===== src/verilog/zap_pkg.sv =====
/*
 * Shared definitions for the ZAP bus front end. Holds the bus widths,
 * the fixed Wishbone cycle and burst codes and a word type that can be
 * read either whole or byte by byte.
 */

`default_nettype none

package zap_pkg;

        // ------------------------------
        // Bus widths
        // ------------------------------

        localparam int ZAP_WORD_W = 32; // Address and data width.
        localparam int ZAP_SEL_W  = 4;  // One select per byte lane.

        // ------------------------------
        // Wishbone codes
        // ------------------------------

        // No bursts are issued, every cycle is a single transfer.
        localparam logic [2:0] ZAP_CTI_EOB    = 3'b111; // End of burst.
        localparam logic [1:0] ZAP_BTE_LINEAR = 2'b00;  // Linear burst.

        // ------------------------------
        // Byte-addressable word
        // ------------------------------

        // Byte 0 sits in bits 7:0.
        typedef union packed
        {
                logic [ZAP_WORD_W-1:0]          word;
                logic [ZAP_SEL_W-1:0][7:0]      bytes;
        } zap_word_t;

endpackage

`default_nettype wire


===== src/verilog/zap_req_if.sv =====
/*
 * Request channel between a bus master and the Wishbone merger.
 * Classic handshake, the master holds its strobe until acknowledged.
 */

`default_nettype none

interface zap_req_if;

        // ------------------------------
        // Channel signals
        // ------------------------------

        logic                           stb;    // Request strobe.
        logic [zap_pkg::ZAP_WORD_W-1:0] adr;    // Byte address.
        logic                           ack;    // Single cycle acknowledge.
        logic [zap_pkg::ZAP_WORD_W-1:0] rdat;   // Read data, valid with ack.

        // Requesting side.
        modport master
        (
                output stb,
                output adr,
                input  ack,
                input  rdat
        );

        // Serving side.
        modport slave
        (
                input  stb,
                input  adr,
                output ack,
                output rdat
        );

endinterface

`default_nettype wire


===== src/verilog/zap_dual_rank_synchronizer.sv =====
/*
 * Two-flop synchronizer for asynchronous level inputs. Each bit passes
 * through two registered ranks, so a change shows two edges later.
 */

`default_nettype none

module zap_dual_rank_synchronizer #(
        parameter int WIDTH = 2
)(
        input  logic             i_clk,
        input  logic             i_rst_n,
        input  logic [WIDTH-1:0] i_in,   // Asynchronous levels.
        output logic [WIDTH-1:0] o_out   // Synchronized levels.
);

// ------------------------------
// Metastability ranks
// ------------------------------

logic [WIDTH-1:0] rank1_q; // May go metastable.
logic [WIDTH-1:0] rank2_q; // Settled copy.

always_ff @(posedge i_clk or negedge i_rst_n)
begin
        if (!i_rst_n)
        begin
                rank1_q <= '0;
                rank2_q <= '0;
        end
        else
        begin
                rank1_q <= i_in;
                rank2_q <= rank1_q;
        end
end

assign o_out = rank2_q;

endmodule

`default_nettype wire


===== src/verilog/zap_top.sv =====
/*
 * ZAP bus front end. Merges the instruction and data request channels
 * onto one Wishbone classic port and synchronizes the interrupt lines.
 */

`default_nettype none

module zap_top #(
        parameter logic [0:0] BE_32_ENABLE = 1'b1 // BE-32 lane swap.
)(
        // ------------------------------
        // Clock and reset
        // ------------------------------

        input  logic                            i_clk,
        input  logic                            i_rst_n,

        // ------------------------------
        // Interrupts
        // ------------------------------

        // Active high, level triggered, asynchronous.
        input  logic                            i_irq,
        input  logic                            i_fiq,
        output logic                            o_irq,
        output logic                            o_fiq,

        // ------------------------------
        // Instruction channel
        // ------------------------------

        input  logic                            i_instr_stb,
        input  logic [zap_pkg::ZAP_WORD_W-1:0]  i_instr_adr,
        output logic                            o_instr_ack,
        output logic [zap_pkg::ZAP_WORD_W-1:0]  o_instr_dat,

        // ------------------------------
        // Data channel
        // ------------------------------

        input  logic                            i_data_stb,
        input  logic                            i_data_we,
        input  logic [zap_pkg::ZAP_WORD_W-1:0]  i_data_adr,
        input  logic [zap_pkg::ZAP_SEL_W-1:0]   i_data_sel,
        input  logic [zap_pkg::ZAP_WORD_W-1:0]  i_data_dat,
        output logic                            o_data_ack,
        output logic [zap_pkg::ZAP_WORD_W-1:0]  o_data_dat,

        // ------------------------------
        // Wishbone port
        // ------------------------------

        output logic                            o_wb_cyc,
        output logic                            o_wb_stb,
        output logic [zap_pkg::ZAP_WORD_W-1:0]  o_wb_adr,
        output logic                            o_wb_we,
        output logic [zap_pkg::ZAP_WORD_W-1:0]  o_wb_dat,
        output logic [zap_pkg::ZAP_SEL_W-1:0]   o_wb_sel,
        output logic [2:0]                      o_wb_cti,
        output logic [1:0]                      o_wb_bte,
        input  logic                            i_wb_ack,
        input  logic [zap_pkg::ZAP_WORD_W-1:0]  i_wb_dat
);

zap_req_if code_req ();  // Instruction fetch channel.
zap_req_if data_req ();  // Load and store channel.

// Master side of both channels comes from the plain ports.
assign code_req.stb = i_instr_stb;
assign code_req.adr = i_instr_adr;
assign o_instr_ack  = code_req.ack;
assign o_instr_dat  = code_req.rdat;

assign data_req.stb = i_data_stb;
assign data_req.adr = i_data_adr;
assign o_data_ack   = data_req.ack;
assign o_data_dat   = data_req.rdat;

// Single transfers only.
assign o_wb_cti = zap_pkg::ZAP_CTI_EOB;
assign o_wb_bte = zap_pkg::ZAP_BTE_LINEAR;

// Interrupt synchronizer.
zap_dual_rank_synchronizer #(
        .WIDTH          (2)
) u_sync (
        .i_clk          (i_clk),
        .i_rst_n        (i_rst_n),
        .i_in           ({i_fiq, i_irq}),
        .o_out          ({o_fiq, o_irq})
);

// Channel arbiter onto the external bus.
zap_wb_merger #(
        .BE_32_ENABLE   (BE_32_ENABLE)
) u_zap_wb_merger (
        .i_clk          (i_clk),
        .i_rst_n        (i_rst_n),
        .code           (code_req),
        .data           (data_req),
        .i_data_we      (i_data_we),
        .i_data_sel     (i_data_sel),
        .i_data_wdat    (i_data_dat),
        .o_wb_cyc       (o_wb_cyc),
        .o_wb_stb       (o_wb_stb),
        .o_wb_we        (o_wb_we),
        .o_wb_adr       (o_wb_adr),
        .o_wb_sel       (o_wb_sel),
        .o_wb_dat       (o_wb_dat),
        .i_wb_ack       (i_wb_ack),
        .i_wb_dat       (i_wb_dat)
);

endmodule

`default_nettype wire


===== src/verilog/zap_wb_merger.sv =====
/*
 * Wishbone merger. Arbitrates round-robin between the code and data
 * request channels and routes the winner onto one classic Wishbone port.
 * Optionally applies the BE-32 byte lane swap on selects and read data.
 */

`default_nettype none

module zap_wb_merger #(
        parameter logic [0:0] BE_32_ENABLE = 1'b1
)(
        // ------------------------------
        // Clock and reset
        // ------------------------------

        input  logic                            i_clk,
        input  logic                            i_rst_n,

        // ------------------------------
        // Request channels
        // ------------------------------

        zap_req_if.slave                        code,
        zap_req_if.slave                        data,
        input  logic                            i_data_we,      // Write request.
        input  logic [zap_pkg::ZAP_SEL_W-1:0]   i_data_sel,     // Byte selects.
        input  logic [zap_pkg::ZAP_WORD_W-1:0]  i_data_wdat,    // Write data.

        // ------------------------------
        // Wishbone master port
        // ------------------------------

        output logic                            o_wb_cyc,
        output logic                            o_wb_stb,
        output logic                            o_wb_we,
        output logic [zap_pkg::ZAP_WORD_W-1:0]  o_wb_adr,
        output logic [zap_pkg::ZAP_SEL_W-1:0]   o_wb_sel,
        output logic [zap_pkg::ZAP_WORD_W-1:0]  o_wb_dat,
        input  logic                            i_wb_ack,
        input  logic [zap_pkg::ZAP_WORD_W-1:0]  i_wb_dat
);

localparam int SEL_W = zap_pkg::ZAP_SEL_W;

// Grant encodings.
localparam logic [1:0] GNT_IDLE = 2'd0;
localparam logic [1:0] GNT_CODE = 2'd1;
localparam logic [1:0] GNT_DATA = 2'd2;

logic [1:0]             gnt_q;          // Current owner of the bus.
logic [1:0]             gnt_d;
logic                   last_data_q;    // Set when data won last.
logic [SEL_W-1:0]       data_sel_bus;   // Data selects as seen on the bus.
zap_pkg::zap_word_t     rd_raw;         // Read word from the slave.
zap_pkg::zap_word_t     rd_swp;         // Read word toward the channels.

// ------------------------------
// Grant decision
// ------------------------------

always_comb
begin
        gnt_d = gnt_q;

        case (gnt_q)
        GNT_IDLE:
        begin
                // Both asking, the one that lost last time goes first.
                if (code.stb && data.stb)
                        gnt_d = last_data_q ? GNT_CODE : GNT_DATA;
                else if (code.stb)
                        gnt_d = GNT_CODE;
                else if (data.stb)
                        gnt_d = GNT_DATA;
        end

        GNT_CODE, GNT_DATA:
        begin
                if (i_wb_ack)
                        gnt_d = GNT_IDLE; // Transfer done.
        end

        default:
                gnt_d = GNT_IDLE;
        endcase
end

always_ff @(posedge i_clk or negedge i_rst_n)
begin
        if (!i_rst_n)
        begin
                gnt_q       <= GNT_IDLE;
                last_data_q <= 1'b0; // Code counts as last served.
        end
        else
        begin
                gnt_q <= gnt_d;

                // Remember the winner when a new grant is made.
                if (gnt_q == GNT_IDLE && gnt_d != GNT_IDLE)
                        last_data_q <= (gnt_d == GNT_DATA);
        end
end

// ------------------------------
// BE-32 lane swap
// ------------------------------

assign rd_raw.word = i_wb_dat;

generate
if (BE_32_ENABLE)
begin : g_be32
        always_comb
        begin
                for (int i = 0; i < SEL_W; i++)
                begin
                        data_sel_bus[i] = i_data_sel[SEL_W-1-i]; // Mirror selects.
                        rd_swp.bytes[i] = rd_raw.bytes[SEL_W-1-i]; // Mirror bytes.
                end
        end
end
else
begin : g_le
        assign data_sel_bus = i_data_sel;
        assign rd_swp       = rd_raw;
end
endgenerate

// ------------------------------
// Bus routing
// ------------------------------

always_comb
begin
        o_wb_cyc = 1'b0;
        o_wb_stb = 1'b0;
        o_wb_we  = 1'b0;
        o_wb_adr = '0;
        o_wb_sel = '0;
        o_wb_dat = '0;

        case (gnt_q)
        GNT_CODE:
        begin
                // Instruction fetch, always a full word read.
                o_wb_cyc = 1'b1;
                o_wb_stb = 1'b1;
                o_wb_we  = 1'b0;
                o_wb_adr = code.adr;
                o_wb_sel = '1;
        end

        GNT_DATA:
        begin
                o_wb_cyc = 1'b1;
                o_wb_stb = 1'b1;
                o_wb_we  = i_data_we;
                o_wb_adr = data.adr;
                o_wb_sel = data_sel_bus;
                o_wb_dat = i_data_wdat; // Write data goes out as is.
        end

        default:
        begin
                o_wb_cyc = 1'b0; // Bus idle.
        end
        endcase
end

// Acknowledge only the channel that owns the bus.
assign code.ack  = i_wb_ack && (gnt_q == GNT_CODE);
assign data.ack  = i_wb_ack && (gnt_q == GNT_DATA);

assign code.rdat = rd_swp.word;
assign data.rdat = rd_swp.word;

endmodule

`default_nettype wire

===== config.mk =====
export PLATFORM = sky130hd
export DESIGN_NAME = zap_top
export DESIGN_NICKNAME = d
export VERILOG_FILES = /design/src/verilog/zap_pkg.sv /design/src/verilog/zap_req_if.sv /design/src/verilog/zap_dual_rank_synchronizer.sv /design/src/verilog/zap_top.sv /design/src/verilog/zap_wb_merger.sv
export SDC_FILE = /design/constraint.sdc
export NUM_CORES = 1
export LEC_CHECK = 0
export ABC_AREA = 1
export BUFFER_PORTS_ARGS = -buffer_cell sky130_fd_sc_hd__buf_2
export CORE_AREA = 3 3 110 112
export CTS_CLUSTER_DIAMETER = 100
export CTS_CLUSTER_SIZE = 12
export DETAILED_ROUTE_END_ITERATION = 10
export DIE_AREA = 0 0 113 115
export PLACE_DENSITY = 0.57
export SYNTH_ARGS = -nofsm -noshare
export SYNTH_HDL_FRONTEND = slang
export SYNTH_SLANG_ARGS = --single-unit

===== constraint.sdc =====
create_clock -name i_clk -period 1.17 [get_ports i_clk]
set_input_delay 0.117 -clock i_clk [delete_from_list [all_inputs] [get_ports i_clk]]
set_output_delay 0.117 -clock i_clk [all_outputs]
set_load 0.05 [all_outputs]

==> flow_metrics.tcl, run 1 <==
set metrics [dict create \
    status "finished with violations" \
    violated_checks "setup timing" \
    die_area_um2 13000 \
    power.density_cell_area_nw_per_um2 2820 \
    synthArstFlopShare_pct 100 \
    layout_setup_ws_ns -0.552 \
    yosysUniqueCellTypes 12 \
    antenna_cells 0 \
    crit_arrival_ns 1.61 \
    synth_area_leader_cell "buf_4" \
    fin_total_pwr_mw 11.5 \
    numCtsBuffers 3 \
    timing.critical_path.fanout_max 6 \
    most_common_cell_in_the_netlist "nand2_1" \
    clk_latency_ns 0.23 \
    tritoncts "yes" \
    register_bit_count_reported_by_yosys 7 \
    n_fill_cell 1134 \
    post_synth.cell_area_avg_um2 5.66 \
    io_pins 284 \
    criticalPathCategory "reg2out" \
    dr.first_iter.drc_count 34 \
    initial_antenna_violation_count 0 \
    skew_ns 0.00516 \
    global_route.overflow_total 0 \
    vias 2220 \
    rsz0062_at_grt "yes" \
    final_cell_area_um2 4070 \
    report.final.setup_viol 76 \
    vias_per_cell 3.85 \
    synth_warn 0 \
    cts-htree-levels 1 \
    postRouteWirelength_um 7450 \
    non_filler_cells_in_the_finished_layout 576 \
    core_area_um2 11300 \
    synth_cells 299 \
    worstSetupStartpointType "flop" \
    max-cap-violations 0 \
    start_util_pct 14.9 \
    synth_common_cells "nand2_1, buf_4, inv_1" \
    dpl.hpwl_um 5060 \
    synth.cell_area_um2 1690 \
    placed_cells 556 \
    drt-wirelength-per-cell_um 12.9 \
    setup_tns_ns -37.70 \
    place.port_buffers 182 \
    numClockSinks 7 \
    pin_count_of_the_biggest_net_entering_global_routing 37 \
    grt_first_pass_wirelength_um 10900 \
    clock.fmax_ghz 0.581 \
    post-route-period-util_pct 147 \
    die_height_um 115 \
    clk_transition_reported_paths_ns 0.04 \
    post-route-drc-count 0 \
    drive_above_1_share_pct 81.3 \
    clockBufferDepth 2 \
    gp_congestion 0.771 \
    cellLeakagePower_nw 1.75 \
    post_synth_main_area_contributors "buf_4, nand2_1, a21oi_1" \
    nets 578 \
    ys.flop_type "dfrtp_1" \
    grt_util_all_layers_pct 10.1 \
    dr.pass1.iters 2 \
    finalMaxSlewViolations 0 \
    die_width_um 113 \
    yosysTopAreaCellShare_pct 32.0 \
    synth_sequential_area_ratio_pct 10.4 \
    synth_enable_flop_cells 0 \
    hold_viol 0 \
    cts.root.buffer_cell "clkbuf_16" \
    cp_data_required_time_ns 1.05 \
    timing.hold.worst.class "in2out" \
    irDropWorstVdd_mv 2.38 \
    syn_to_final_growth_pct 141 \
    num_rows 39 \
    ant_nets 0 \
    first_global_vias 2348 \
    cp-end-kind "primary output" \
    placed_cell_area_um2 2960 \
    shortest_period_the_worst_path_allows_ns 1.72 \
]
## layer usage
layer | wire, µm | share of wire [%] | track usage (%) | vias up
met5 | 0 | 0 | 0 | -
met4 | 66 | 0.89 | 1.12 | 0
met3 | 727 | 9.8 | 3.11 | 8
met2 | 4060 | 54 | 19.8 | 126
met1 | 2590 | 35 | 10.8 | 1012
li1 | - | - | - | 1074
## critical path: stages (launching register included)
cell	delay, ns
dfrtp_2	0.42
inv_4	0.08
ha_4	0.23
buf_12	0.15
buf_16	0.13
nand2_4	0.05
a21oi_4	0.15
buf_8	0.16
## metrics by stage
| step | setup slack [ns] | hold slack (ns) | utilization [%] |
|---|---|---|---|
| after floorplan | -0.387 | -0.179 | - |
| after detailed placement | -0.418 | -0.0399 | 26.1 |
| after global routing | -0.621 | 0.234 | 36.0 |
| after CTS | -0.556 | 0.235 | 34.1 |
| final | -0.552 | 0.234 | 36.0 |
| after global placement | -0.390 | -0.0420 | 26.1 |
## area by class of cell
class / instances / area [µm²] / share of cell area (%)
Sequential cell: 7 / 176 / 4.33
Tap cell: 143 / 179 / 4.39
Clock buffer: 4 / 78.8 / 1.94
Timing Repair Buffer: 212 / 1880 / 46.2
Inverter: 46 / 327 / 8.02
Multi-Input combinational cell: 164 / 1430 / 35.1
## cell usage in the layout (no fill, tap or decap)
master	Yosys	final
a21oi_1	39	2
buf_12	0	8
buf_2	6	109
buf_6	7	54
nor2_1	1	1
dfrtp_1	7	6
nand3_2	0	2
a21oi_4	0	36
inv_4	0	1
inv_2	2	2
ha_2	0	1
clkbuf_1	0	1
a21oi_2	0	1
nand2_4	0	25
clkinvlp_4	0	36
buf_8	0	26
nand3_1	5	3
inv_16	0	1
dlygate4sd3_1	0	3
dfrtp_2	0	1
clkbuf_16	0	4
nand2_2	0	31
nand2_1	110	54
ha_4	0	3
inv_1	44	6
buf_16	0	2
buf_4	72	9
conb_1	2	5
## what timing repair did
| action | 4_1_cts | 5_1_grt |
|---|---|---|
| cloned | 3 | 2 |
| hold buffers | 3 | 0 |
| resized for setup | 208 | 27 |
| setup endpoints to repair | 76 | 76 |
| pin swaps | 4 | 8 |
| setup buffers | 4 | 4 |
| hold endpoints to repair | 9 | 0 |
## power by group
group	leakage, nW	switching (mW)	internal [mW]
sequential	0.0822	0.0410	0.302
clock	0.0382	0.138	0.454
combinational	1.62	6.56	4.01
total	1.75	6.74	4.76
## cell families (layout without fill, tap and decap cells)
kind of cell	after synthesis	after routing	synth area share [%]
other	2	5	0.444
AND/OR/NAND/NOR	116	116	26.1
AO/OA/AOI/OAI	39	39	11.5
adder cells (fa/ha/maj)	4	4	2.96
buffers and inverters	131	262	48.6
flip-flops	7	7	10.4
## final timing paths
path / from / cells past startpoint / endpoint / slack, ns
worst max-delay path: u_zap_wb_merger.gnt_q[0]$_DFF_PN0_ / 7 / o_wb_adr[26] / -0.55
worst min-delay path: i_wb_dat[11] / 0 / o_data_dat[19] / 0.23
worst max register to register: u_zap_wb_merger.gnt_q[0]$_DFF_PN0_ / 9 / u_zap_wb_merger.last_data_q$_DFFE_PN0P_ / -0.32
worst min register to register: u_sync.rank1_q[0]$_DFF_PN0_ / 0 / u_sync.o_out[0]$_DFF_PN0_ / 0.35
max in group asynchronous: i_rst_n / 2 / u_zap_wb_merger.gnt_q[0]$_DFF_PN0_ / 0.77
min in group asynchronous: i_rst_n / 2 / u_sync.o_out[1]$_DFF_PN0_ / 0.24
## state kept, by name, indices dropped and copies added (netlist names)
register                     count
u_zap_wb_merger.gnt_q            2
u_zap_wb_merger.last_data_q      1
u_sync.rank1_q                   2
u_sync.o_out                     2
Note: power is estimated with default switching activity, not from simulation.
==> inputs of run 2 (changes only) <==
--- a/config.mk
+++ b/config.mk
@@ -7,12 +7,14 @@
 export LEC_CHECK = 0
 export ABC_AREA = 1
 export BUFFER_PORTS_ARGS = -buffer_cell sky130_fd_sc_hd__buf_2
-export CORE_AREA = 3 3 110 112
+export CELL_PAD_IN_SITES_DETAIL_PLACEMENT = 0
+export CELL_PAD_IN_SITES_GLOBAL_PLACEMENT = 1
+export CORE_MARGIN = 8
+export CORE_UTILIZATION = 14
 export CTS_CLUSTER_DIAMETER = 100
 export CTS_CLUSTER_SIZE = 12
 export DETAILED_ROUTE_END_ITERATION = 10
-export DIE_AREA = 0 0 113 115
-export PLACE_DENSITY = 0.57
+export PLACE_DENSITY = 0.86
 export SYNTH_ARGS = -nofsm -noshare
 export SYNTH_HDL_FRONTEND = slang
 export SYNTH_SLANG_ARGS = --single-unit
==> flow_metrics.tcl, run 2 (synthesized netlist as in run 1, its figures left out) <==
set metrics [dict create \
    status "finished with violations" \
    violated_checks "setup timing" \
    criticalPathCategory "reg2out" \
    pin_count_of_the_biggest_net_entering_global_routing 31 \
    ant_nets 0 \
    drt-wirelength-per-cell_um 14.8 \
    post-route-period-util_pct 148 \
    vias_per_cell 3.87 \
    report.final.setup_viol 76 \
    hold_viol 0 \
    dr.pass1.iters 4 \
    clock.fmax_ghz 0.577 \
    timing.critical_path.fanout_max 19 \
    cellLeakagePower_nw 1.57 \
    post-route-drc-count 0 \
    numCtsBuffers 3 \
    max-cap-violations 0 \
    antenna_cells 0 \
    shortest_period_the_worst_path_allows_ns 1.73 \
    gp_congestion 0.756 \
    io_pins 284 \
    setup_tns_ns -36.83 \
    start_util_pct 14.2 \
    crit_arrival_ns 1.62 \
    leading_cell_type_in_the_layout_fill_and_taps_excluded "buf_2" \
    place_worst_setup_slack_ns -0.415 \
    dpl.hpwl_um 5980 \
    syn_to_final_growth_pct 130 \
    numClockSinks 7 \
    num_rows 40 \
    power.density_cell_area_nw_per_um2 2960 \
    initial_antenna_violation_count 0 \
    dr.first_iter.drc_count 45 \
    grt_util_all_layers_pct 9.92 \
    die_height_um 126 \
    die_width_um 126 \
    vias 2250 \
    irDropWorstVdd_mv 2.32 \
    worstSetupStartpointType "flop" \
    skew_ns 0.000127 \
    timing.hold.worst.class "in2out" \
    n_fill_cell 1221 \
    layout_setup_ws_ns -0.564 \
    core_area_um2 11900 \
    clockBufferDepth 2 \
    rsz0062_at_grt "yes" \
    finalMaxSlewViolations 0 \
    postRouteWirelength_um 8620 \
    drive_above_1_share_pct 80.5 \
    non_filler_cells_in_the_finished_layout 582 \
    clk_latency_ns 0.23 \
    cts.root.buffer_cell "clkbuf_16" \
    commonest_cells_after_routing_fill_and_taps_aside "buf_2, buf_6, nand2_1, nand2_2" \
    cp_data_required_time_ns 1.05 \
    place.port_buffers 182 \
    first_global_vias 2453 \
    clk_transition_reported_paths_ns 0.04 \
    tritoncts "yes" \
    nets 580 \
    placed_cells 562 \
    cp-end-kind "primary output" \
    cts-htree-levels 1 \
    global_route.overflow_total 0 \
    die_area_um2 15900 \
    grt_first_pass_wirelength_um 13100 \
]
run 2: changes by cell type in the layout (fill, tap and decap cells not counted), sizes merged:
cell  before  now
inv       10   12
run 2: worst paths after layout:
| check | from | to | slack [ns] | cells after the start |
|---|---|---|---|---|
| max in group asynchronous | i_rst_n | u_sync.rank1_q[1]$_DFF_PN0_ | 0.75 | 2 |
| hold reg to reg | u_sync.rank1_q[0]$_DFF_PN0_ | u_sync.o_out[0]$_DFF_PN0_ | 0.35 | 0 |
| hold / removal | i_wb_dat[26] | o_data_dat[2] | 0.23 | 0 |
| min in group asynchronous | i_rst_n | u_zap_wb_merger.gnt_q[0]$_DFF_PN0_ | 0.26 | 2 |
| setup / recovery | u_zap_wb_merger.gnt_q[1]$_DFF_PN0_ | o_wb_dat[20] | -0.56 | 7 |
| setup reg to reg | u_zap_wb_merger.gnt_q[1]$_DFF_PN0_ | u_zap_wb_merger.last_data_q$_DFFE_PN0P_ | -0.36 | 10 |
run 2: layout make-up:
type / count / area, µm² / area share, %
inverters: 46 / 324 / 8.33
flip-flops and latches: 7 / 175 / 4.50
clock buffers: 4 / 78.8 / 2.03
repair inverters: 2 / 31.3 / 0.804
well taps: 147 / 184 / 4.73
repair buffers: 212 / 1790 / 46.0
multi-input cells: 164 / 1310 / 33.6
run 2: per-layer routing:
layer | global-route usage, % | up-vias | routed length (µm)
li1 | - | 1082 | -
met4 | 1.20 | 0 | 47
met2 | 18.7 | 138 | 4490
met5 | 0 | - | 0
met1 | 9.89 | 1019 | 3120
met3 | 4.81 | 11 | 954
run 2: timing repair:
item,CTS,global route
cloned,3,1
hold buffers,3,0
hold endpoints to repair,9,0
setup buffers,8,1
pin swaps,5,2
resized for setup,176,14
setup endpoints to repair,76,76
run 2: report_power, final:
| group | internal, mW | switching, mW | total [mW] | leakage [nW] |
|---|---|---|---|---|
| clock | 0.453 | 0.123 | 0.576 | 0.0382 |
| sequential | 0.299 | 0.0368 | 0.336 | 0.0836 |
| combinational | 3.94 | 6.68 | 10.6 | 1.45 |
run 2: stage by stage:
step                instance area (µm²)  hold WS, ns  total power, mW  utilization (%)
floorplan                          2450       -0.179             7.81                -
global placement                   3010      -0.0429             8.35             25.2
detailed placement                 3010      -0.0433             8.37             25.2
CTS                                3810        0.235             11.4             32.0
global route                       3890        0.234             12.1             32.7
finish                             3890        0.234             11.5             32.7
run 2: worst max-delay path: stages (launching register included):
cell,delay (ns)
dfrtp_1,0.39
buf_4,0.15
ha_4,0.20
buf_12,0.16
buf_12,0.14
nand2_2,0.07
clkinvlp_4,0.09
buf_6,0.15
==> inputs of run 3 (changes only) <==
--- a/config.mk
+++ b/config.mk
@@ -17,4 +17,5 @@
 export PLACE_DENSITY = 0.86
 export SYNTH_ARGS = -nofsm -noshare
 export SYNTH_HDL_FRONTEND = slang
+export SYNTH_HIERARCHICAL = 1
 export SYNTH_SLANG_ARGS = --single-unit
==> flow_metrics.tcl, run 3 <==
set metrics [dict create \
    setup_tns_ns -38.22 \
    num_rows 40 \
    register_bit_count_reported_by_yosys 7 \
    ys.flop_type "dfrtp_1" \
    cts.root.buffer_cell "clkbuf_16" \
    hold_viol 0 \
    core_area_um2 11900 \
    non_filler_cells_in_the_finished_layout 589 \
    cp_data_required_time_ns 1.05 \
    rsz0062_at_grt "yes" \
    switching_share_pct 58.1 \
    critical_path.cell_chain "inv_2, buf_6, ha_4, buf_12, inv_16, a21oi_4, buf_6" \
    commonest_cells_after_routing_fill_and_taps_aside "buf_2, nand2_1, buf_6, a21oi_4, clkinvlp_4" \
    post_synth.cell_area_avg_um2 5.66 \
    max-cap-violations 0 \
    pin_count_of_the_biggest_net_entering_global_routing 22 \
    grt_util_all_layers_pct 10.1 \
    postRouteWirelength_um 8890 \
    dr.pass1.iters 4 \
    vias_per_cell 3.79 \
    synth_cells 299 \
    pwr-share-clk_pct 4.8 \
    dpl.hpwl_um 5940 \
    critical-path-slowest-cell "dfrtp_1" \
    timing.critical_path.fanout_max 9 \
    layout_setup_ws_ns -0.546 \
    die_area_um2 15900 \
    synth_warn 6 \
    global_route.overflow_total 0 \
    hold-path-cell-count 0 \
    tritoncts "yes" \
    grt_first_pass_wirelength_um 13000 \
    die_width_um 126 \
    cts-htree-levels 1 \
    finalMaxSlewViolations 0 \
    post-route-util_pct 34.4 \
    synth_enable_flop_cells 0 \
    post-route-drc-count 0 \
    power.density_cell_area_nw_per_um2 2970 \
    placed_cell_area_um2 2990 \
    internal_power_mw 5.09 \
    drt-wirelength-per-cell_um 15.1 \
    clk_transition_reported_paths_ns 0.04 \
    synthArstFlopShare_pct 100 \
    place.port_buffers 182 \
    post_synth_main_area_contributors "buf_4, nand2_1, a21oi_1" \
    criticalPathCategory "reg2out" \
    first_global_vias 2389 \
    initial_antenna_violation_count 0 \
    n_fill_cell 1213 \
    numCtsBuffers 3 \
    leading_cell_type_in_the_layout_fill_and_taps_excluded "buf_2" \
    syn_to_final_growth_pct 142 \
    place_worst_setup_slack_ns -0.433 \
    post-route-period-util_pct 147 \
    clock.fmax_ghz 0.583 \
    die_height_um 126 \
    synth.cell_area_um2 1690 \
    vias 2232 \
    dr.first_iter.drc_count 38 \
    power.share.sequential_pct 2.8 \
    shortest_period_the_worst_path_allows_ns 1.72 \
    cellLeakagePower_nw 1.72 \
    io_pins 284 \
    gp_congestion 0.788 \
    share_comb_of_total_power_pct 92.5 \
    clockBufferDepth 2 \
    yosysUniqueCellTypes 12 \
    clk_latency_ns 0.23 \
    status "finished with violations" \
    cp-end-kind "primary output" \
    skew_ns 0.00209 \
    worstSetupStartpointType "flop" \
    violated_checks "setup timing" \
    placed_cells 562 \
    most_common_cell_in_the_netlist "nand2_1" \
    crit_arrival_ns 1.60 \
    irDropWorstVdd_mv 2.34 \
    timing.hold.worst.class "in2out" \
    nets 587 \
    final_cell_area_um2 4100 \
    drive_above_1_share_pct 79.4 \
    synth_area_leader_cell "buf_4" \
    synth_sequential_area_ratio_pct 10.4 \
    antenna_cells 0 \
    start_util_pct 14.2 \
    max_stage_delay_ns 0.37 \
    ant_nets 0 \
    worst_r2r_path_depth 11 \
    crit_top_cell "buf_6" \
    synth_common_cells "nand2_1, buf_4, inv_1" \
    yosysTopAreaCellShare_pct 32.0 \
    power_switching_mw 7.08 \
    numClockSinks 7 \
    report.final.setup_viol 76 \
]
run 3: cell counts after synthesis:
No cell type changed its count.
run 3: cell families after synthesis:
family	count (synthesis)	synth area share (%)
buffers and inverters	131	48.6
AND/OR/NAND/NOR	116	26.1
AO/OA/AOI/OAI	39	11.5
flip-flops	7	10.4
adder cells (fa/ha/maj)	4	2.96
other	2	0.444
run 3: area by class of cell:
| class | count | area (µm²) | share of cell area (%) |
|---|---|---|---|
| Timing Repair inverter | 3 | 48.8 | 1.19 |
| Tap cell | 147 | 184 | 4.49 |
| Clock buffer | 4 | 78.8 | 1.92 |
| Timing Repair Buffer | 218 | 1930 | 47.2 |
| Sequential cell | 7 | 175 | 4.27 |
| Multi-Input combinational cell | 164 | 1350 | 33.0 |
| Inverter | 46 | 324 | 7.91 |
run 3: per-layer routing:
metal / global-route usage (%) / vias to the layer above / share of wire [%]
met4: 1.98 / 0 / 0.85
met3: 3.71 / 10 / 8.6
met5: 0 / - / 0
met1: 10.0 / 1013 / 35
met2: 19.4 / 110 / 55
li1: - / 1099 / -
run 3: power groups by stage:
stage | Combinational, mW | Sequential (mW) | Clock (mW)
5_1_grt | 11.8 | 0.339 | 0.606
2_1_floorplan | 7.46 | 0.356 | 0
3_3_place_gp | 7.98 | 0.334 | 0
6_report | 11.3 | 0.335 | 0.580
3_5_place_dp | 8.00 | 0.336 | 0
4_1_cts | 10.8 | 0.332 | 0.582
run 3: critical path: cells and delay by family, from the launching register on:
kind                     cells  cell delay (ns)
adder cells (fa/ha/maj)      1             0.28
buffers and inverters        5             0.59
flip-flops                   1             0.37
AO/OA/AOI/OAI                1             0.12
run 3: final timing paths:
check,start,endpoint,slack (ns)
max reg2reg,u_zap_wb_merger/gnt_q[0]$_DFF_PN0_,u_zap_wb_merger/last_data_q$_DFFE_PN0P_,-0.46
max in group asynchronous,i_rst_n,u_zap_wb_merger/last_data_q$_DFFE_PN0P_,0.76
min,i_wb_dat[8],o_data_dat[16],0.23
min in group asynchronous,i_rst_n,u_sync/rank1_q[0]$_DFF_PN0_,0.26
max,u_zap_wb_merger/gnt_q[0]$_DFF_PN0_,o_wb_adr[31],-0.55
min reg2reg,u_sync/rank1_q[1]$_DFF_PN0_,u_sync/o_out[1]$_DFF_PN0_,0.35
run 3: what timing repair did:
item,4_1_cts,5_1_grt
hold endpoints to repair,9,0
resized for setup,179,43
pin swaps,5,7
gates cloned,6,1
hold buffers,3,0
buffers inserted,9,5
endpoints found under the setup margin,76,76
run 3: metrics by stage:
stage,hold WS (ns),power [mW]
after floorplan,-0.179,7.81
after global placement,-0.0462,8.31
after detailed placement,-0.0445,8.33
after CTS,0.234,11.7
after global routing,0.234,12.8
final,0.234,12.2
